**src/hdl/qos_pkg.sv**
```systemverilog
// ##########################################################################
// QoS admission package with sizes, field widths, class codes and queue entries
// ##########################################################################
package qos_pkg;

    localparam int MSHR_NUM      = 8;
    localparam int MSHR_IDX_W    = 3;
    localparam int HIGH_POOL_NUM = 2;
    localparam int LOW_POOL_NUM  = 4;
    localparam int POOL_CNT_W    = 3;
    localparam int QOS_HIGH_MIN  = 8;
    localparam int BANK_NUM      = 4;
    localparam int BANK_IDX_W    = 2;
    localparam int BANK_CNT_W    = 3;
    localparam int SRCID_W       = 7;
    localparam int TXNID_W       = 8;
    localparam int QOS_W         = 4;
    localparam int PCRDTYPE_W    = 4;
    localparam int ACKQ_DEPTH    = 4;
    localparam int GNTQ_DEPTH    = 4;

    // credit type and grant qos per class
    localparam logic [PCRDTYPE_W-1:0] PCRD_LOW     = 4'd1;
    localparam logic [PCRDTYPE_W-1:0] PCRD_HIGH    = 4'd2;
    localparam logic [QOS_W-1:0]      GNT_QOS_LOW  = 4'h0;
    localparam logic [QOS_W-1:0]      GNT_QOS_HIGH = 4'hf;

    typedef enum logic [1:0] {
        CLASS_NONE = 2'd0,
        CLASS_LOW  = 2'd1,
        CLASS_HIGH = 2'd2
    } qos_class_t;

    typedef struct packed {
        logic [SRCID_W-1:0]    srcid;
        logic [TXNID_W-1:0]    txnid;
        logic [QOS_W-1:0]      qos;
        logic [PCRDTYPE_W-1:0] pcrdtype;
    } ack_entry_t;

    typedef struct packed {
        logic [SRCID_W-1:0]    srcid;
        logic [QOS_W-1:0]      qos;
        logic [PCRDTYPE_W-1:0] pcrdtype;
    } grant_entry_t;

endpackage

```
**src/hdl/resp_fifo.sv**
```systemverilog
// ##########################################################################
// Response queue as a circular buffer with a type parameter for the entry
// ##########################################################################
`timescale 1ns/100ps

module resp_fifo #(
    parameter type entry_t = logic [7:0],
    parameter int  DEPTH   = 4
) (
    input  logic   clk,
    input  logic   rst,
    input  logic   push,
    input  logic   pop,
    input  entry_t wr_data,
    output entry_t rd_data,
    output logic   empty,
    output logic   full
);

    localparam int PTR_W = $clog2(DEPTH);
    localparam int CNT_W = $clog2(DEPTH + 1);

    entry_t             mem [DEPTH];
    logic [PTR_W-1:0]   wr_ptr;
    logic [PTR_W-1:0]   rd_ptr;
    logic [CNT_W-1:0]   count;
    logic               wr_ok;
    logic               rd_ok;

    // a push into a full queue only lands when a pop frees the slot
    assign wr_ok = push & (~full | pop);
    assign rd_ok = pop & ~empty;

    assign empty   = (count == '0);
    assign full    = (count == CNT_W'(DEPTH));
    assign rd_data = mem[rd_ptr];

    always_ff @(posedge clk or posedge rst) begin
        if (rst) begin
            wr_ptr <= '0;
            rd_ptr <= '0;
            count  <= '0;
        end else begin
            if (wr_ok) begin
                wr_ptr <= (wr_ptr == PTR_W'(DEPTH - 1)) ? '0 : wr_ptr + 1'b1;
            end
            if (rd_ok) begin
                rd_ptr <= (rd_ptr == PTR_W'(DEPTH - 1)) ? '0 : rd_ptr + 1'b1;
            end
            if (wr_ok && !rd_ok) begin
                count <= count + 1'b1;
            end else if (!wr_ok && rd_ok) begin
                count <= count - 1'b1;
            end
        end
    end

    always_ff @(posedge clk) begin
        if (wr_ok) begin
            mem[wr_ptr] <= wr_data;
        end
    end

    a_no_pop_empty: assert property (@(posedge clk) disable iff (rst) pop |-> !empty);

endmodule

```
**src/hdl/pool_admit.sv**
```systemverilog
// ##########################################################################
// QoS admission with class decode, high and low pool counters, admit or retry
// ##########################################################################
`timescale 1ns/100ps

module pool_admit
    import qos_pkg::*;
(
    input  logic               clk,
    input  logic               rst,
    input  logic               req_valid,
    input  logic [SRCID_W-1:0] req_srcid,
    input  logic [TXNID_W-1:0] req_txnid,
    input  logic [QOS_W-1:0]   req_qos,
    input  logic               req_allowretry,
    input  logic               retire_valid,
    input  qos_class_t         retire_class,
    input  logic               convert,
    output logic               alloc_en,
    output logic               is_static,
    output qos_class_t         use_class,
    output logic               retry,
    output logic               is_high,
    output ack_entry_t         ack_data
);

    logic [POOL_CNT_W-1:0] high_cnt_q;
    logic [POOL_CNT_W-1:0] low_cnt_q;
    logic                  req_dyn;
    logic                  use_high;
    logic                  use_low;
    logic                  high_dec;
    logic                  low_dec;

    assign is_high   = (req_qos >= QOS_HIGH_MIN);
    assign req_dyn   = req_valid & req_allowretry;
    assign is_static = req_valid & ~req_allowretry;

    // high overflows into the low pool
    assign use_high = req_dyn & is_high & (high_cnt_q < HIGH_POOL_NUM);
    assign use_low  = req_dyn & ~use_high & (low_cnt_q < LOW_POOL_NUM);

    assign alloc_en  = is_static | use_high | use_low;
    assign retry     = req_dyn & ~use_high & ~use_low;
    assign use_class = use_high ? CLASS_HIGH : (use_low ? CLASS_LOW : CLASS_NONE);

    assign ack_data = '{
        srcid:    req_srcid,
        txnid:    req_txnid,
        qos:      req_qos,
        pcrdtype: is_high ? PCRD_HIGH : PCRD_LOW
    };

    // a converted entry stays counted as a reserved credit
    assign high_dec = retire_valid & ~convert & (retire_class == CLASS_HIGH);
    assign low_dec  = retire_valid & ~convert & (retire_class == CLASS_LOW);

    always_ff @(posedge clk or posedge rst) begin
        if (rst) begin
            high_cnt_q <= '0;
            low_cnt_q  <= '0;
        end else begin
            if (use_high && !high_dec) begin
                high_cnt_q <= high_cnt_q + 1'b1;
            end else if (!use_high && high_dec) begin
                high_cnt_q <= high_cnt_q - 1'b1;
            end
            if (use_low && !low_dec) begin
                low_cnt_q <= low_cnt_q + 1'b1;
            end else if (!use_low && low_dec) begin
                low_cnt_q <= low_cnt_q - 1'b1;
            end
        end
    end

    a_pool_bound: assert property (@(posedge clk) disable iff (rst)
        (high_cnt_q <= HIGH_POOL_NUM) && (low_cnt_q <= LOW_POOL_NUM));

endmodule

```
**src/hdl/mshr_tracker.sv**
```systemverilog
// ##########################################################################
// MSHR entry valid, reserved and class state with the lowest free entry search
// ##########################################################################
`timescale 1ns/100ps

module mshr_tracker
    import qos_pkg::*;
(
    input  logic                  clk,
    input  logic                  rst,
    input  logic                  alloc_en,
    input  logic                  is_static,
    input  qos_class_t            use_class,
    input  logic                  retire_valid,
    input  logic [MSHR_IDX_W-1:0] retire_idx,
    input  logic                  convert,
    output logic [MSHR_IDX_W-1:0] alloc_idx,
    output qos_class_t            retire_class
);

    logic [MSHR_NUM-1:0] valid_q;
    logic [MSHR_NUM-1:0] resv_q;
    qos_class_t          class_q [MSHR_NUM];
    logic [MSHR_NUM-1:0] dyn_free;
    logic [MSHR_NUM-1:0] static_free;

    function automatic logic [MSHR_IDX_W-1:0] lowest_set(input logic [MSHR_NUM-1:0] vec);
        logic [MSHR_IDX_W-1:0] idx;
        idx = '0;
        for (int i = MSHR_NUM - 1; i >= 0; i--) begin
            if (vec[i]) begin
                idx = MSHR_IDX_W'(i);
            end
        end
        return idx;
    endfunction

    // reserved entries are held back for static requests
    assign dyn_free    = ~valid_q & ~resv_q;
    assign static_free = ~valid_q & resv_q;

    assign alloc_idx    = is_static ? lowest_set(static_free) : lowest_set(dyn_free);
    assign retire_class = class_q[retire_idx];

    always_ff @(posedge clk or posedge rst) begin
        if (rst) begin
            valid_q <= '0;
            resv_q  <= '0;
        end else begin
            if (retire_valid) begin
                valid_q[retire_idx] <= 1'b0;
                if (convert) begin
                    resv_q[retire_idx] <= 1'b1;
                end
            end
            if (alloc_en) begin
                valid_q[alloc_idx] <= 1'b1;
                if (is_static) begin
                    resv_q[alloc_idx] <= 1'b0;
                end
            end
        end
    end

    // static entries come in as CLASS_NONE
    always_ff @(posedge clk) begin
        if (alloc_en) begin
            class_q[alloc_idx] <= use_class;
        end
    end

    a_retire_valid: assert property (@(posedge clk) disable iff (rst)
        retire_valid |-> valid_q[retire_idx]);

    a_static_resv: assert property (@(posedge clk) disable iff (rst)
        (alloc_en && is_static) |-> (|static_free));

endmodule

```
**src/hdl/retry_bank.sv**
```systemverilog
// ##########################################################################
// Retry bank of retried sources with high and low pending counts
// ##########################################################################
`timescale 1ns/100ps

module retry_bank
    import qos_pkg::*;
(
    input  logic                  clk,
    input  logic                  rst,
    input  logic                  retry,
    input  logic                  is_high,
    input  logic [SRCID_W-1:0]    req_srcid,
    input  logic                  dec_high,
    input  logic                  dec_low,
    input  logic [BANK_IDX_W-1:0] dec_sel,
    output logic                  high_pend,
    output logic                  low_pend,
    output logic [BANK_IDX_W-1:0] high_sel,
    output logic [BANK_IDX_W-1:0] low_sel,
    output logic [SRCID_W-1:0]    high_srcid,
    output logic [SRCID_W-1:0]    low_srcid
);

    logic [BANK_NUM-1:0]   bank_v_q;
    logic [SRCID_W-1:0]    srcid_q [BANK_NUM];
    logic [BANK_CNT_W-1:0] hcnt_q [BANK_NUM];
    logic [BANK_CNT_W-1:0] lcnt_q [BANK_NUM];
    logic [BANK_IDX_W-1:0] ptr_q;
    logic [BANK_NUM-1:0]   match;
    logic [BANK_NUM-1:0]   inc_h;
    logic [BANK_NUM-1:0]   inc_l;
    logic [BANK_NUM-1:0]   dec_h;
    logic [BANK_NUM-1:0]   dec_l;
    logic [BANK_NUM-1:0]   hcand;
    logic [BANK_NUM-1:0]   lcand;
    logic                  new_src;

    function automatic logic [BANK_IDX_W-1:0] lowest_set(input logic [BANK_NUM-1:0] vec);
        logic [BANK_IDX_W-1:0] idx;
        idx = '0;
        for (int i = BANK_NUM - 1; i >= 0; i--) begin
            if (vec[i]) begin
                idx = BANK_IDX_W'(i);
            end
        end
        return idx;
    endfunction

    always_comb begin
        for (int i = 0; i < BANK_NUM; i++) begin
            match[i] = bank_v_q[i] & (srcid_q[i] == req_srcid);
            inc_h[i] = retry & is_high & match[i];
            inc_l[i] = retry & ~is_high & match[i];
            dec_h[i] = dec_high & (dec_sel == BANK_IDX_W'(i));
            dec_l[i] = dec_low & (dec_sel == BANK_IDX_W'(i));
            // an entry being decremented sits out this cycle
            hcand[i] = bank_v_q[i] & (hcnt_q[i] != '0) & ~dec_h[i];
            lcand[i] = bank_v_q[i] & (lcnt_q[i] != '0) & ~dec_l[i];
        end
    end

    assign new_src = retry & ~(|match);

    assign high_pend  = |hcand;
    assign low_pend   = |lcand;
    assign high_sel   = lowest_set(hcand);
    assign low_sel    = lowest_set(lcand);
    assign high_srcid = srcid_q[high_sel];
    assign low_srcid  = srcid_q[low_sel];

    always_ff @(posedge clk or posedge rst) begin
        if (rst) begin
            bank_v_q <= '0;
            ptr_q    <= '0;
            for (int i = 0; i < BANK_NUM; i++) begin
                hcnt_q[i] <= '0;
                lcnt_q[i] <= '0;
            end
        end else begin
            if (new_src) begin
                bank_v_q[ptr_q] <= 1'b1;
                ptr_q           <= ptr_q + 1'b1;
            end
            for (int i = 0; i < BANK_NUM; i++) begin
                if (new_src && (ptr_q == BANK_IDX_W'(i))) begin
                    // overwriting the slot forgets the old source
                    hcnt_q[i] <= is_high ? BANK_CNT_W'(1) : '0;
                    lcnt_q[i] <= is_high ? '0 : BANK_CNT_W'(1);
                end else begin
                    if (inc_h[i] && !dec_h[i]) begin
                        hcnt_q[i] <= hcnt_q[i] + 1'b1;
                    end else if (!inc_h[i] && dec_h[i]) begin
                        hcnt_q[i] <= hcnt_q[i] - 1'b1;
                    end
                    if (inc_l[i] && !dec_l[i]) begin
                        lcnt_q[i] <= lcnt_q[i] + 1'b1;
                    end else if (!inc_l[i] && dec_l[i]) begin
                        lcnt_q[i] <= lcnt_q[i] - 1'b1;
                    end
                end
            end
        end
    end

    always_ff @(posedge clk) begin
        if (new_src) begin
            srcid_q[ptr_q] <= req_srcid;
        end
    end

endmodule

```
**src/hdl/pcrd_arbiter.sv**
```systemverilog
// ##########################################################################
// Protocol-credit arbiter with the class winner at retire and a grant stage
// ##########################################################################
`timescale 1ns/100ps

module pcrd_arbiter
    import qos_pkg::*;
(
    input  logic                  clk,
    input  logic                  rst,
    input  logic                  retire_valid,
    input  qos_class_t            retire_class,
    input  logic                  high_pend,
    input  logic                  low_pend,
    input  logic [BANK_IDX_W-1:0] high_sel,
    input  logic [BANK_IDX_W-1:0] low_sel,
    input  logic [SRCID_W-1:0]    high_srcid,
    input  logic [SRCID_W-1:0]    low_srcid,
    input  logic                  gnt_full,
    input  logic                  grant_pop,
    output logic                  convert,
    output logic                  dec_high,
    output logic                  dec_low,
    output logic [BANK_IDX_W-1:0] dec_sel,
    output logic                  gnt_push,
    output grant_entry_t          gnt_data
);

    logic                  win_high;
    logic                  win_low;
    logic                  win_high_q;
    logic                  win_low_q;
    logic [BANK_IDX_W-1:0] sel_q;
    logic [SRCID_W-1:0]    srcid_q;

    // a high retry may take a low or high entry and a low retry only a low one
    assign win_high = retire_valid & high_pend &
                      ((retire_class == CLASS_LOW) | (retire_class == CLASS_HIGH));
    assign win_low  = retire_valid & low_pend & (retire_class == CLASS_LOW) & ~win_high;
    assign convert  = win_high | win_low;

    always_ff @(posedge clk or posedge rst) begin
        if (rst) begin
            win_high_q <= 1'b0;
            win_low_q  <= 1'b0;
        end else begin
            win_high_q <= win_high;
            win_low_q  <= win_low;
        end
    end

    always_ff @(posedge clk) begin
        if (convert) begin
            sel_q   <= win_high ? high_sel : low_sel;
            srcid_q <= win_high ? high_srcid : low_srcid;
        end
    end

    // count drops only when the grant actually lands in the queue
    assign gnt_push = (win_high_q | win_low_q) & (~gnt_full | grant_pop);
    assign dec_high = win_high_q & gnt_push;
    assign dec_low  = win_low_q & gnt_push;
    assign dec_sel  = sel_q;

    assign gnt_data = '{
        srcid:    srcid_q,
        qos:      win_high_q ? GNT_QOS_HIGH : GNT_QOS_LOW,
        pcrdtype: win_high_q ? PCRD_HIGH : PCRD_LOW
    };

endmodule

```
**src/hdl/hni_qos_top.sv**
```systemverilog
// ##########################################################################
// HN-I QoS admission top with MSHR state, retry bank and credit grants
// ##########################################################################
`timescale 1ns/100ps

module hni_qos_top
    import qos_pkg::*;
(
    input  logic                  clk,
    input  logic                  rst,
    input  logic                  req_valid,
    input  logic [SRCID_W-1:0]    req_srcid,
    input  logic [TXNID_W-1:0]    req_txnid,
    input  logic [QOS_W-1:0]      req_qos,
    input  logic                  req_allowretry,
    input  logic                  retire_valid,
    input  logic [MSHR_IDX_W-1:0] retire_idx,
    input  logic                  ack_pop,
    input  logic                  grant_pop,
    output logic                  alloc_en,
    output logic [MSHR_IDX_W-1:0] alloc_idx,
    output logic                  retry,
    output logic                  ack_valid,
    output logic [SRCID_W-1:0]    ack_srcid,
    output logic [TXNID_W-1:0]    ack_txnid,
    output logic [QOS_W-1:0]      ack_qos,
    output logic [PCRDTYPE_W-1:0] ack_pcrdtype,
    output logic                  grant_valid,
    output logic [SRCID_W-1:0]    grant_srcid,
    output logic [QOS_W-1:0]      grant_qos,
    output logic [PCRDTYPE_W-1:0] grant_pcrdtype
);

    logic                  is_static;
    qos_class_t            use_class;
    qos_class_t            retire_class;
    logic                  convert;
    logic                  is_high;
    ack_entry_t            ack_data;
    ack_entry_t            ack_rd;
    logic                  ack_empty;
    logic                  high_pend;
    logic                  low_pend;
    logic [BANK_IDX_W-1:0] high_sel;
    logic [BANK_IDX_W-1:0] low_sel;
    logic [SRCID_W-1:0]    high_srcid;
    logic [SRCID_W-1:0]    low_srcid;
    logic                  dec_high;
    logic                  dec_low;
    logic [BANK_IDX_W-1:0] dec_sel;
    logic                  gnt_push;
    grant_entry_t          gnt_data;
    grant_entry_t          gnt_rd;
    logic                  gnt_empty;
    logic                  gnt_full;

    pool_admit u_pool_admit (
        .clk            (clk),
        .rst            (rst),
        .req_valid      (req_valid),
        .req_srcid      (req_srcid),
        .req_txnid      (req_txnid),
        .req_qos        (req_qos),
        .req_allowretry (req_allowretry),
        .retire_valid   (retire_valid),
        .retire_class   (retire_class),
        .convert        (convert),
        .alloc_en       (alloc_en),
        .is_static      (is_static),
        .use_class      (use_class),
        .retry          (retry),
        .is_high        (is_high),
        .ack_data       (ack_data)
    );

    mshr_tracker u_mshr_tracker (
        .clk          (clk),
        .rst          (rst),
        .alloc_en     (alloc_en),
        .is_static    (is_static),
        .use_class    (use_class),
        .retire_valid (retire_valid),
        .retire_idx   (retire_idx),
        .convert      (convert),
        .alloc_idx    (alloc_idx),
        .retire_class (retire_class)
    );

    retry_bank u_retry_bank (
        .clk        (clk),
        .rst        (rst),
        .retry      (retry),
        .is_high    (is_high),
        .req_srcid  (req_srcid),
        .dec_high   (dec_high),
        .dec_low    (dec_low),
        .dec_sel    (dec_sel),
        .high_pend  (high_pend),
        .low_pend   (low_pend),
        .high_sel   (high_sel),
        .low_sel    (low_sel),
        .high_srcid (high_srcid),
        .low_srcid  (low_srcid)
    );

    pcrd_arbiter u_pcrd_arbiter (
        .clk          (clk),
        .rst          (rst),
        .retire_valid (retire_valid),
        .retire_class (retire_class),
        .high_pend    (high_pend),
        .low_pend     (low_pend),
        .high_sel     (high_sel),
        .low_sel      (low_sel),
        .high_srcid   (high_srcid),
        .low_srcid    (low_srcid),
        .gnt_full     (gnt_full),
        .grant_pop    (grant_pop),
        .convert      (convert),
        .dec_high     (dec_high),
        .dec_low      (dec_low),
        .dec_sel      (dec_sel),
        .gnt_push     (gnt_push),
        .gnt_data     (gnt_data)
    );

    resp_fifo #(.entry_t(ack_entry_t), .DEPTH(ACKQ_DEPTH)) u_ack_fifo (
        .clk     (clk),
        .rst     (rst),
        .push    (retry),
        .pop     (ack_pop),
        .wr_data (ack_data),
        .rd_data (ack_rd),
        .empty   (ack_empty),
        .full    ()
    );

    resp_fifo #(.entry_t(grant_entry_t), .DEPTH(GNTQ_DEPTH)) u_gnt_fifo (
        .clk     (clk),
        .rst     (rst),
        .push    (gnt_push),
        .pop     (grant_pop),
        .wr_data (gnt_data),
        .rd_data (gnt_rd),
        .empty   (gnt_empty),
        .full    (gnt_full)
    );

    assign ack_valid      = ~ack_empty;
    assign ack_srcid      = ack_rd.srcid;
    assign ack_txnid      = ack_rd.txnid;
    assign ack_qos        = ack_rd.qos;
    assign ack_pcrdtype   = ack_rd.pcrdtype;
    assign grant_valid    = ~gnt_empty;
    assign grant_srcid    = gnt_rd.srcid;
    assign grant_qos      = gnt_rd.qos;
    assign grant_pcrdtype = gnt_rd.pcrdtype;

endmodule

```
**config.mk**
```make
export PLATFORM = sky130hd
export DESIGN_NAME = hni_qos_top
export DESIGN_NICKNAME = d
export VERILOG_FILES = /design/src/hdl/qos_pkg.sv /design/src/hdl/resp_fifo.sv /design/src/hdl/pool_admit.sv /design/src/hdl/mshr_tracker.sv /design/src/hdl/retry_bank.sv /design/src/hdl/pcrd_arbiter.sv /design/src/hdl/hni_qos_top.sv
export SDC_FILE = /design/constraint.sdc
export NUM_CORES = 1
export LEC_CHECK = 0
export ABC_AREA = 1
export BUFFER_PORTS_ARGS = -buffer_cell sky130_fd_sc_hd__clkbuf_2
export CELL_PAD_IN_SITES_DETAIL_PLACEMENT = 2
export CELL_PAD_IN_SITES_GLOBAL_PLACEMENT = 2
export CORE_ASPECT_RATIO = 1.25
export CORE_UTILIZATION = 35
export CTS_BUF_LIST = sky130_fd_sc_hd__clkbuf_16
export CTS_CLUSTER_SIZE = 8
export DETAILED_ROUTE_END_ITERATION = 8
export PLACE_DENSITY = 0.7
export SYNTH_ARGS = -nofsm -noshare
export SYNTH_HDL_FRONTEND = slang
export SYNTH_SLANG_ARGS = --single-unit
```
**constraint.sdc**
```tcl
create_clock -name clk -period 7.7 [get_ports clk]
set_input_delay 1.54 -clock clk [delete_from_list [all_inputs] [get_ports clk]]
set_output_delay 1.54 -clock clk [all_outputs]
set_load 0.02 [all_outputs]
```
# Word-level counts from Yosys, hierarchy flattened
# Memory sizes are Yosys's and may differ from the RTL's.
# Cells that the tools add are included.
[classes]
add_sub_neg = 29
order_cmp = 9
eq_ne = 18
n_mux = 90
n_bitwise = 98
n_reduce_logical = 82
[ops]
columns = ["cell", "n"]
rows = [
  ["$mux 3", 49],
  ["$and 1x1->1", 61],
  ["$mux 8", 6],
  ["$reduce_bool 3->1", 16],
  ["$add 3x1->3 const B", 12],
  ["$sub 3x1->3 const B", 12],
  ["$and 8x8->8", 4],
  ["$mux 2", 16],
  ["$not 8->8", 4],
  ["$logic_and 1x1->1", 31],
  ["$eq 7x7->1", 4],
  ["$logic_not 1->1", 24],
  ["$not 1->1", 19],
  ["$eq 2x2->1 const B", 9],
  ["$or 8x8->8", 2],
  ["$mux 1", 14],
  ["$reduce_or 4->1", 3],
  ["$add 2x1->2 const B", 5],
  ["$lt 3x4->1 const B", 2],
  ["$reduce_bool 2->1", 4],
  ["$mux 7", 1],
  ["$or 1x1->1", 7],
  ["$demux 1 s3", 2],
  ["$eq 2x1->1 const B", 3],
  ["other kinds (12)", 16],
]
[totals]
regBits = 77
ram_bits = 180
input_bits = 29
out_inout_bits = 45
elab_cells = 354
n_memories = 4
[memory_table]
columns = ["name", "words", "word_bits", "read_ports", "rd_ports_with_merged_regs", "wr", "line_no", "source"]
rows = [
  ["u_ack_fifo.mem", 4, 21, 1, 0, 1, "resp_fifo.sv:23", "entry_t mem [DEPTH];"],
  ["u_gnt_fifo.mem", 4, 13, 1, 0, 1, "resp_fifo.sv:23", ""],
  ["u_retry_bank.srcid_q", 4, 7, 6, 0, 1, "retry_bank.sv:26", "logic [SRCID_W-1:0] srcid_q [BANK_NUM];"],
  ["u_mshr_tracker.class_q", 8, 2, 1, 0, 1, "mshr_tracker.sv:23", "qos_class_t class_q [MSHR_NUM];"],
]

# Logic depth before layout (Yosys ltp)
# Gate-level depths: netlist of run 1.
[depth]
depth_word = 20
depth_mapped = 19
mapped_depth_nobuf = 19

# Hierarchy
# A second synthesis of run 1 with hierarchy kept.
[hier_totals]
hier_cells = 1513
area_unflattened_um2 = 14417.6
[by_module_without_submodules]
columns = ["module", "instances", "cells_each", "area_each_um2", "seq_area_each_um2"]
rows = [
  ["resp_fifo (u_ack_fifo)", 1, 329, 4309.1, 2937.8],
  ["retry_bank", 1, 568, 4103.9, 1591.5],
  ["resp_fifo (u_gnt_fifo)", 1, 236, 2916.5, 1976.9],
  ["mshr_tracker", 1, 227, 1826.8, 880.8],
  ["pool_admit", 1, 86, 630.6, 150.1],
  ["pcrd_arbiter", 1, 65, 623.1, 320.3],
  ["hni_qos_top", 1, 2, 7.5, 0.0],
]

# Least setup slack after synthesis of run 1
# Ideal clock, no wire load.
[synth_timing]
kind = "input to register"
startpoint = "in retire_idx[0]"
endpoint = "reg u_pool_admit.low_cnt_q[2]"
arrival_ps = 4047
required_ps = 7569
slack_ps = 3522
path_stages = 16
path_cell_list = "clkbuf_1 -> nor2_1 -> o32ai_1 -> nor2_1 -> ha_1 -> nor2_1 -> o21ai_2 -> nand2_2 -> inv_1 -> nand3_1 -> ha_1 -> inv_1 -> fa_1 -> a21oi_1 -> o21ai_0 -> xor2_1"
[synth_via]
elab_chain_len = 13
word_cells_on_any_way = 17
cone_classes = "eq/ne: 2; mux: 1; bitwise: 9; reduce/logical: 4; memory: 1"
[synth_rtl]
columns = ["element", "line_no", "source"]
rows = [
  ["start: declaration", "hni_qos_top.sv:17", "input logic [MSHR_IDX_W-1:0] retire_idx,"],
  ["$mem_v2 8x2 *", "--", ""],
  ["$eq 2x1->1 or $eq 2x2->1 (tied branches)", "pool_admit.sv:56, pcrd_arbiter.sv:38, pcrd_arbiter.sv:39", ""],
  ["$or 1x1->1", "pcrd_arbiter.sv:38", "((retire_class == CLASS_LOW) | (retire_class == CLASS_HIGH));"],
  ["$and 1x1->1", "pcrd_arbiter.sv:37", "assign win_high = retire_valid & high_pend &"],
  ["$not 1->1", "pcrd_arbiter.sv:39", "assign win_low = retire_valid & low_pend & (retire_class == CLASS_LOW) & ~win_high;"],
  ["$and 1x1->1", "pcrd_arbiter.sv:39", ""],
  ["$or 1x1->1", "pcrd_arbiter.sv:40", "assign convert = win_high | win_low;"],
  ["$not 1->1", "pool_admit.sv:56", "assign low_dec = retire_valid & ~convert & (retire_class == CLASS_LOW);"],
  ["$and 1x1->1", "pool_admit.sv:56", ""],
  ["$and 1x1->1 *", "pool_admit.sv:56", ""],
  ["$logic_not 1->1", "pool_admit.sv:68", "if (use_low && !low_dec) begin"],
  ["$logic_and 1x1->1", "pool_admit.sv:68", ""],
  ["$mux 3 or $reduce_bool 2->1 (tied branches)", "--", ""],
  ["end signal: assignment", "pool_admit.sv:69", "low_cnt_q <= low_cnt_q + 1'b1;"],
  ["end signal: assignment", "pool_admit.sv:71", "low_cnt_q <= low_cnt_q - 1'b1;"],
  ["end: declaration", "pool_admit.sv:28", "logic [POOL_CNT_W-1:0] low_cnt_q;"],
]
# Mark *: on every way between the ends. The rest lies on a longest branch, timed or not.
# A chain may end at the register's enable or synchronous reset.

# Worst setup path after layout of run 1
[layout_timing]
startpoint = "in retire_idx[0]"
endpoint = "reg u_pool_admit.high_cnt_q[2]"
[layout_via]
elab_chain_len = 13
word_cells_on_any_way = 17
cone_classes = "eq/ne: 2; mux: 1; bitwise: 9; reduce/logical: 4; memory: 1"
[layout_rtl]
columns = ["element", "line_no", "source"]
rows = [
  ["$mem_v2 8x2 *", "--", ""],
  ["$eq 2x1->1 or $eq 2x2->1 (tied branches)", "pcrd_arbiter.sv:38, pcrd_arbiter.sv:39, pool_admit.sv:55", ""],
  ["$or 1x1->1", "pcrd_arbiter.sv:38", ""],
  ["$and 1x1->1", "pcrd_arbiter.sv:37", ""],
  ["$not 1->1", "pcrd_arbiter.sv:39", ""],
  ["$and 1x1->1", "pcrd_arbiter.sv:39", ""],
  ["$or 1x1->1", "pcrd_arbiter.sv:40", ""],
  ["$not 1->1", "pool_admit.sv:55", "assign high_dec = retire_valid & ~convert & (retire_class == CLASS_HIGH);"],
  ["$and 1x1->1", "pool_admit.sv:55", ""],
  ["$and 1x1->1 *", "pool_admit.sv:55", ""],
  ["$logic_not 1->1", "pool_admit.sv:63", "if (use_high && !high_dec) begin"],
  ["$logic_and 1x1->1", "pool_admit.sv:63", ""],
  ["$mux 3 or $reduce_bool 2->1 (tied branches)", "--", ""],
  ["end signal: assignment", "pool_admit.sv:64", "high_cnt_q <= high_cnt_q + 1'b1;"],
  ["end signal: assignment", "pool_admit.sv:66", "high_cnt_q <= high_cnt_q - 1'b1;"],
  ["end: declaration", "pool_admit.sv:27", "logic [POOL_CNT_W-1:0] high_cnt_q;"],
]
# Marks and branches as above.

==> results of run 1 <==
## power by group through the flow
| stage | clock [mW] | sequential [mW] | combinational, mW |
|---|---|---|---|
| 3_5_place_dp | 0 | 1.97 | 1.98 |
| 2_1_floorplan | 0 | 1.87 | 1.43 |
| 4_1_cts | 1.45 | 1.95 | 2.00 |
| 5_1_grt | 1.50 | 1.98 | 2.20 |
| 3_3_place_gp | 0 | 1.95 | 1.89 |
| 6_report | 1.41 | 1.94 | 1.95 |
## flip-flops by register name (all words and copies together), names as in the netlist, 3 cells and up
signal                   cells
u_ack_fifo.mem              84
u_gnt_fifo.mem              36
u_retry_bank.srcid_q        28
u_mshr_tracker.class_q      16
u_retry_bank.hcnt_q         12
u_retry_bank.lcnt_q         12
u_mshr_tracker.resv_q        8
u_mshr_tracker.valid_q       8
u_pcrd_arbiter.srcid_q       7
u_retry_bank.bank_v_q        4
u_ack_fifo.count             3
u_gnt_fifo.count             3
u_pool_admit.high_cnt_q      3
u_pool_admit.low_cnt_q       3
## final cells by class
class / count / area, um2
clock inverters: 28 / 127.6
multi-input cells: 771 / 4163
clock buffers: 36 / 900.9
flip-flops and latches: 241 / 6897
fillers: 3561 / 19370
well taps: 418 / 523.0
inverters: 156 / 586.8
repair buffers: 76 / 397.9
## path summary, 6_finish.rpt
| path | end | cells past startpoint | from | slack, ns |
|---|---|---|---|---|
| hold reg to reg | u_pool_admit.high_cnt_q[2] | 1 | u_pool_admit.high_cnt_q[2] | 0.48 |
| hold / removal | u_pool_admit.high_cnt_q[2] | 1 | u_pool_admit.high_cnt_q[2] | 0.48 |
| setup / recovery | u_pool_admit.high_cnt_q[2] | 17 | retire_idx[0] | 3.32 |
| setup reg to reg | u_pool_admit.high_cnt_q[1] | 11 | u_pcrd_arbiter.win_high_q | 3.99 |
| max in group asynchronous | u_gnt_fifo.count[1] | 3 | rst | 5.63 |
| min in group asynchronous | u_retry_bank.hcnt_q[6] | 2 | rst | 1.02 |
## cells in the final DEF, fill, tap and decap left out, types with 27 or more instances in the layout
master,instances
nand2_1,209
o22ai_1,31
dfrtp_1,68
clkbuf_2,69
ha_1,27
o21ai_0,107
nor2_1,160
nand3_1,82
inv_1,166
edfxtp_1,173
clkbuf_16,36
## per-stage QoR
| step | setup WS [ns] | hold slack [ns] |
|---|---|---|
| 2_1_floorplan | 3.522 | 0.4472 |
| 3_3_place_gp | 2.963 | 0.4686 |
| 3_5_place_dp | 2.784 | 0.4706 |
| 4_1_cts | 3.320 | 0.4801 |
| 5_1_grt | 2.876 | 0.5033 |
| 6_report | 3.317 | 0.4773 |
## routing by layer
metal / vias up / GRT usage
met5: - / 0
met4: 0 / 0.06349
met3: 62 / 0.02726
met2: 133 / 0.3808
met1: 4431 / 0.2379
li1: 4144 / -
## kinds of logic after synthesis
kind of cell / Yosys count / synth area share
muxes: 5 / 0.004667
AOI/OAI and AO/OA: 180 / 0.08348
and+or+nand+nor: 512 / 0.1906
other: 1 / 0.0003179
adders and majority gates: 39 / 0.04900
buffers and inverters: 189 / 0.06428
xor gates and xnor gates: 31 / 0.02302
DFF: 241 / 0.5846
==> metrics.csv, run 1 <==
stage,metric,value,unit
outcome,outcome,"finished, violations left",
outcome,violated checks,DRC,
placed_design,Port Buffers,69,
die,die area,0.03445,mm2
synthesis,synth warn,0,
global_route,global-route wire length before repair,54560,um
timing,Final Cycle Share,0.5693,
placed_design,DP HPWL,24120,um
final_layout,ANT cells,0,
die,initial core utilization,0.3579,
setup_path,CP top delay family,simple AND/OR/NAND/NOR gates,
setup_path,crit path launch type,input pin,
setup_path,CP max FO,18,
timing,Rel. slew slack,0.3428,
global_route,grt total ovfl,0,
die,I/O pin count,74,
setup_path,CP Data Arrival Time,4.77,ns
hold_path,Hold Crit Class,reg2reg,
final_layout,post-layout util,0.4125,
drt,Detailed Route WL,33920,um
final_layout,Finished Layout Cells,1726,
power_and_ir_drop,Clock power frac,0.266,
clock_tree,"Reg clk slew, reported paths",0.05,ns
timing,measured slew at the worst slew-check pin,0.9822,ns
setup_path,WS Path Type,in2reg,
clock_tree,# H-tree levels,2,
global_route,gr usage total,0.2031,
power_and_ir_drop,Gate power share,0.368,
clock_tree,CTS Sinks,241,
drt,routed vias/inst,5.081,
clock_tree,post-CTS setup buffers,0,
synthesis,Post-Syn Area,0.01180,mm2
clock_tree,CTS tree,done,
placed_design,Final GP Congestion,0.7900,
clock_tree,post_cts resized,0,
clock_tree,Skew-Pair Late Insertion Delay,0.52,ns
drt,Via Count,8770,
power_and_ir_drop,leakage,5.861,nW
timing,max-slew violations,0,
placed_design,Cells after DPL,1662,
global_route,number of antenna violations at the first check in global routing,0,
global_route,vias in the first global route,9961,
power_and_ir_drop,Int Power,3.156,mW
synthesis,Unique masters post-synth,45,
power_and_ir_drop,Psw,2.143,mW
drt,met3 routed WL,959,um
setup_path,critical path required time,8.09,ns
timing,"Hold Vio Cnt, Final",0,
final_layout,fin area,0.01360,mm2
timing,TNS Setup,0,ns
timing,unrepaired setup endpoints after global routing,false,
final_layout,nets,1350,
drt,Final ANT Viol Nets,0,
die,die height,207.3,um
clock_tree,Root Driver,clkbuf_16,
final_layout,share of cells above drive strength 1,0.1369,
drt,met1 WL,14010,um
synthesis,Synth top cells by count,"nand2_1 (209), edfxtp_1 (173), nor2_1 (164)",
timing,Final min period,4.383,ns
power_and_ir_drop,Max IR drop VDD,0.1598,mV
drt,Pre-Repair DR Iteration Count,7,
synthesis,Post-synth ARST share,0.2822,
timing,fmax,228.1,MHz
final_layout,Area growth syn-to-layout,15.25,%
timing,final setup fails,0,
die,die width,166.2,um
setup_path,crit-path max cell delay,0.43,ns
drt,metal2 WL,18080,um
synthesis,most frequent cell after synthesis,nand2_1,
power_and_ir_drop,Power Density,389.7,mW/mm2
setup_path,worst-path cell chain,clkbuf_2 -> inv_1 -> nor2_1 -> o32ai_1 -> nor2_1 -> ha_1 -> nor2_1 -> o21ai_2 -> nand2_2 -> inv_1 -> nand3_1 -> ha_1 -> inv_1 -> fa_1 -> a21oi_1 -> o21ai_0 -> xnor2_1,
clock_tree,CTS Buffer Depth,3,
power_and_ir_drop,Flop pwr share,0.366,
placed_design,Placement Cell Area,0.01257,mm2
flow_run,max capacitance violation total,0,
power_and_ir_drop,Net Sw Frac,0.4045,
setup_path,Buf/Inv on CP,4,
synthesis,syn_area_per_cell,9.847,um2
power_and_ir_drop,Design Power,5.299,mW
drt,# DRC,10,
drt,DR top layer,met4,
setup_path,CP Capture Type,flip-flop,
drt,WL/cell,19.65,um
setup_path,Critical-path top delay cell,nand2_2,
synthesis,number of synthesized flops with an enable pin,173,
synthesis,post-synthesis sequential area ratio,0.5846,
die,Core ar.,0.03296,mm2
clock_tree,CTS buffer count,36,
synthesis,Syn Inst Count,1198,
synthesis,register bit total from synthesis,241,
synthesis,Yosys top cell by area,edfxtp_1,
drt,initial DRC count,444,
global_route,largest net degree at the start of global routing,46,
die,Rows,74,
synthesis,area share of the largest cell type after synthesis,0.4404,
timing,Final Skew,0.01757,ns
synthesis,ranking of synthesized cells by area,"edfxtp_1 (44%), dfrtp_1 (14%), nand2_1 (6.7%)",
synthesis,prevailing post-synth register cell,edfxtp_1,
clock_tree,# hold bufs at CTS,0,
(Power assumes the default switching activity.)
==> run 2: changes to the inputs <==
- PLACE_DENSITY: 0.7 -> 0.73
- clock period: 7.7 -> 3.8 ns (I/O delays scaled with it)
==> run 2 against run 1 <==
Effect of this change:
- the run still ends with DRC left
- clock skew grew 0.0091 ns
- die area is the same
- critical path depth shrank 13
==> metrics.csv, run 2 (synthesis gave the netlist of run 1 again) <==
stage,metric,value,unit,change
placed_design,Final GP Congestion,0.7907,,was 0.7900
global_route,vias in the first global route,10088,,was 9961
drt,# DRC,7,,was 10
final_layout,"most common cell after layout, fill and taps aside",nand2_1,,unchanged
final_layout,Multi-input gate area,0.004163,mm2,unchanged
placed_design,Placement Cell Area,0.01264,mm2,was 0.01257 mm2
die,I/O pin count,74,,unchanged
final_layout,Fill cells,3605,,was 3561
power_and_ir_drop,Max IR drop VDD,0.3469,mV,was 0.1598 mV
drt,Detailed Route WL,33890,um,was 33920 um
final_layout,"commonest non-fill, non-tap cells in the layout","nand2_1 (209), edfxtp_1 (173), inv_1 (166)",,unchanged
setup_path,Critical-path top delay cell,dfrtp_1,,was nand2_2
die,die area,0.03445,mm2,unchanged
clock_tree,CTS buffer count,36,,unchanged
die,die width,166.2,um,unchanged
setup_path,register-to-register setup slack,0.86,ns,was 3.99 ns
die,Rows,74,,unchanged
drt,Via Count,8829,,was 8770
outcome,violated checks,DRC,,unchanged
placed_design,Port Buffers,69,,unchanged
global_route,largest net degree at the start of global routing,45,,was 46
global_route,grt total ovfl,0,,unchanged
clock_tree,Skew-Pair Late Insertion Delay,0.52,ns,about the same
setup_path,crit path launch type,flip-flop,,was input pin
outcome,outcome,"finished, violations left",,unchanged
final_layout,fin area,0.01367,mm2,was 0.01360 mm2
setup_path,CP Capture Type,output port,,was flip-flop
timing,TNS Setup,0,ns,unchanged
timing,Rel. slew slack,0.3042,,was 0.3428
clock_tree,# H-tree levels,2,,unchanged
timing,Final Cycle Share,0.7892,,
drt,WL/cell,19.52,um,was 19.65 um
final_layout,max reg flops,84,,unchanged
setup_path,worst-path cell chain,inv_2 -> o21ai_0 -> o22ai_1 -> clkbuf_2,,was clkbuf_2 -> inv_1 -> nor2_1 -> o32ai_1 -> nor2_1 -> ha_1 -> nor2_1 -> o21ai_2 -> nand2_2 -> inv_1 -> nand3_1 -> ha_1 -> inv_1 -> fa_1 -> a21oi_1 -> o21ai_0 -> xnor2_1
timing,measured slew at the worst slew-check pin,1.040,ns,was 0.9822 ns
timing,max-slew violations,0,,unchanged
setup_path,WS Path Type,reg2out,,was in2reg
flow_run,max capacitance violation total,0,,unchanged
setup_path,R2R depth,11,,unchanged
drt,Final ANT Viol Nets,0,,unchanged
placed_design,dpl ws,0.2758,ns,was 2.784 ns
final_layout,Largest regs,"u_ack_fifo.mem x84, u_gnt_fifo.mem x36, u_retry_bank.srcid_q x28",,unchanged
setup_path,CP max FO,21,,was 18
clock_tree,CTS tree,done,,unchanged
clock_tree,"Reg clk slew, reported paths",0.06,ns,was 0.05 ns
hold_path,Hold Crit Class,in2async,,was reg2reg
power_and_ir_drop,leakage,5.910,nW,was 5.861 nW
die,initial core utilization,0.3579,,unchanged
final_layout,ANT cells,0,,unchanged
die,Core ar.,0.03296,mm2,unchanged
power_and_ir_drop,Power Density,787.7,mW/mm2,was 389.7 mW/mm2
clock_tree,post-CTS setup buffers,0,,unchanged
final_layout,Area growth syn-to-layout,15.89,%,was 15.25%
die,die height,207.3,um,unchanged
final_layout,Reg with most FFs,u_ack_fifo.mem,,unchanged
clock_tree,post_cts resized,0,,unchanged
clock_tree,Root Driver,clkbuf_16,,unchanged
global_route,number of antenna violations at the first check in global routing,0,,unchanged
final_layout,share of cells above drive strength 1,0.1434,,was 0.1369
drt,routed vias/inst,5.086,,was 5.081
timing,unrepaired setup endpoints after global routing,false,,unchanged
clock_tree,CTS Buffer Depth,3,,unchanged
global_route,gr usage total,0.2037,,was 0.2031
placed_design,DP HPWL,24160,um,was 24120 um
timing,fmax,333.4,MHz,
timing,worst setup margin,0.8009,ns,was 3.317 ns
setup_path,critical path required time,3.04,ns,was 8.09 ns
timing,Final min period,2.999,ns,
timing,"Hold Vio Cnt, Final",0,,unchanged
final_layout,nets,1360,,was 1350
clock_tree,CTS Sinks,241,,unchanged
clock_tree,# hold bufs at CTS,0,,unchanged
setup_path,crit-path max cell delay,0.63,ns,was 0.43 ns
timing,final setup fails,0,,unchanged
final_layout,Seq. cell area,0.006897,mm2,unchanged
timing,Final Skew,0.02663,ns,was 0.01757 ns
drt,initial DRC count,342,,was 444
drt,Pre-Repair DR Iteration Count,6,,was 7
setup_path,CP Data Arrival Time,2.24,ns,was 4.77 ns
global_route,global-route wire length before repair,54610,um,was 54560 um
-- run 2: cell count changes in the layout (fill, tap and decap cells not counted), sizes merged --
| cell | before | now |
|---|---|---|
| buf | 7 | 17 |
-- run 2: critical path, delay by kind of cell (launching register included) --
kind	cells	cell delay [ns]
AO/OA/AOI/OAI	2	0.46
buffers and inverters	2	0.63
flip-flops	1	0.63
-- run 2: report_power, final --
group | switching, mW | internal (mW) | leakage [nW] | total, mW
Sequential | 0.413 | 3.47 | 2.38 | 3.88
Clock | 1.17 | 1.71 | 0.592 | 2.88
Combinational | 2.76 | 1.24 | 2.94 | 4.00
-- run 2: metrics by stage --
step,utilization,hold slack (ns),cells,total power [mW]
final,0.4147,0.1371,1736,10.77
after CTS,0.4147,0.1345,1736,10.96
after detailed placement,0.3835,0.4841,1672,8.003
after global placement,0.3835,0.4685,1672,7.780
after global routing,0.4147,0.1413,1736,11.52
after floorplan,-,0.4472,1201,6.678
-- run 2: cell type report --
cell class,instances,area share
sequential,241,0.5045
clock buffer,36,0.06590
timing repair buffer,86,0.03460
clock inverter,28,0.009336
multi-input combinational,771,0.3045
tap,418,0.03826
inverter,156,0.04293
-- run 2: layer usage --
| metal | share of wire | vias up | track usage |
|---|---|---|---|
| met5 | 0 | - | 0 |
| met4 | 0.032 | 0 | 0.07444 |
| met3 | 0.026 | 65 | 0.02860 |
| met2 | 0.54 | 133 | 0.3905 |
| met1 | 0.40 | 4460 | 0.2262 |
| li1 | - | 4171 | - |
-- run 2: worst paths after layout --
| check | from | to |
|---|---|---|
| max reg2reg | u_pcrd_arbiter.win_high_q | u_pool_admit.low_cnt_q[1] |
| min in group clk | req_txnid[2] | u_ack_fifo.mem[3][8] |
| max in group asynchronous | rst | u_gnt_fifo.wr_ptr[0] |
| max | u_gnt_fifo.rd_ptr[0] | grant_qos[2] |
| min reg2reg | u_pool_admit.high_cnt_q[2] | u_pool_admit.high_cnt_q[2] |
| min | rst | u_retry_bank.hcnt_q[2] |
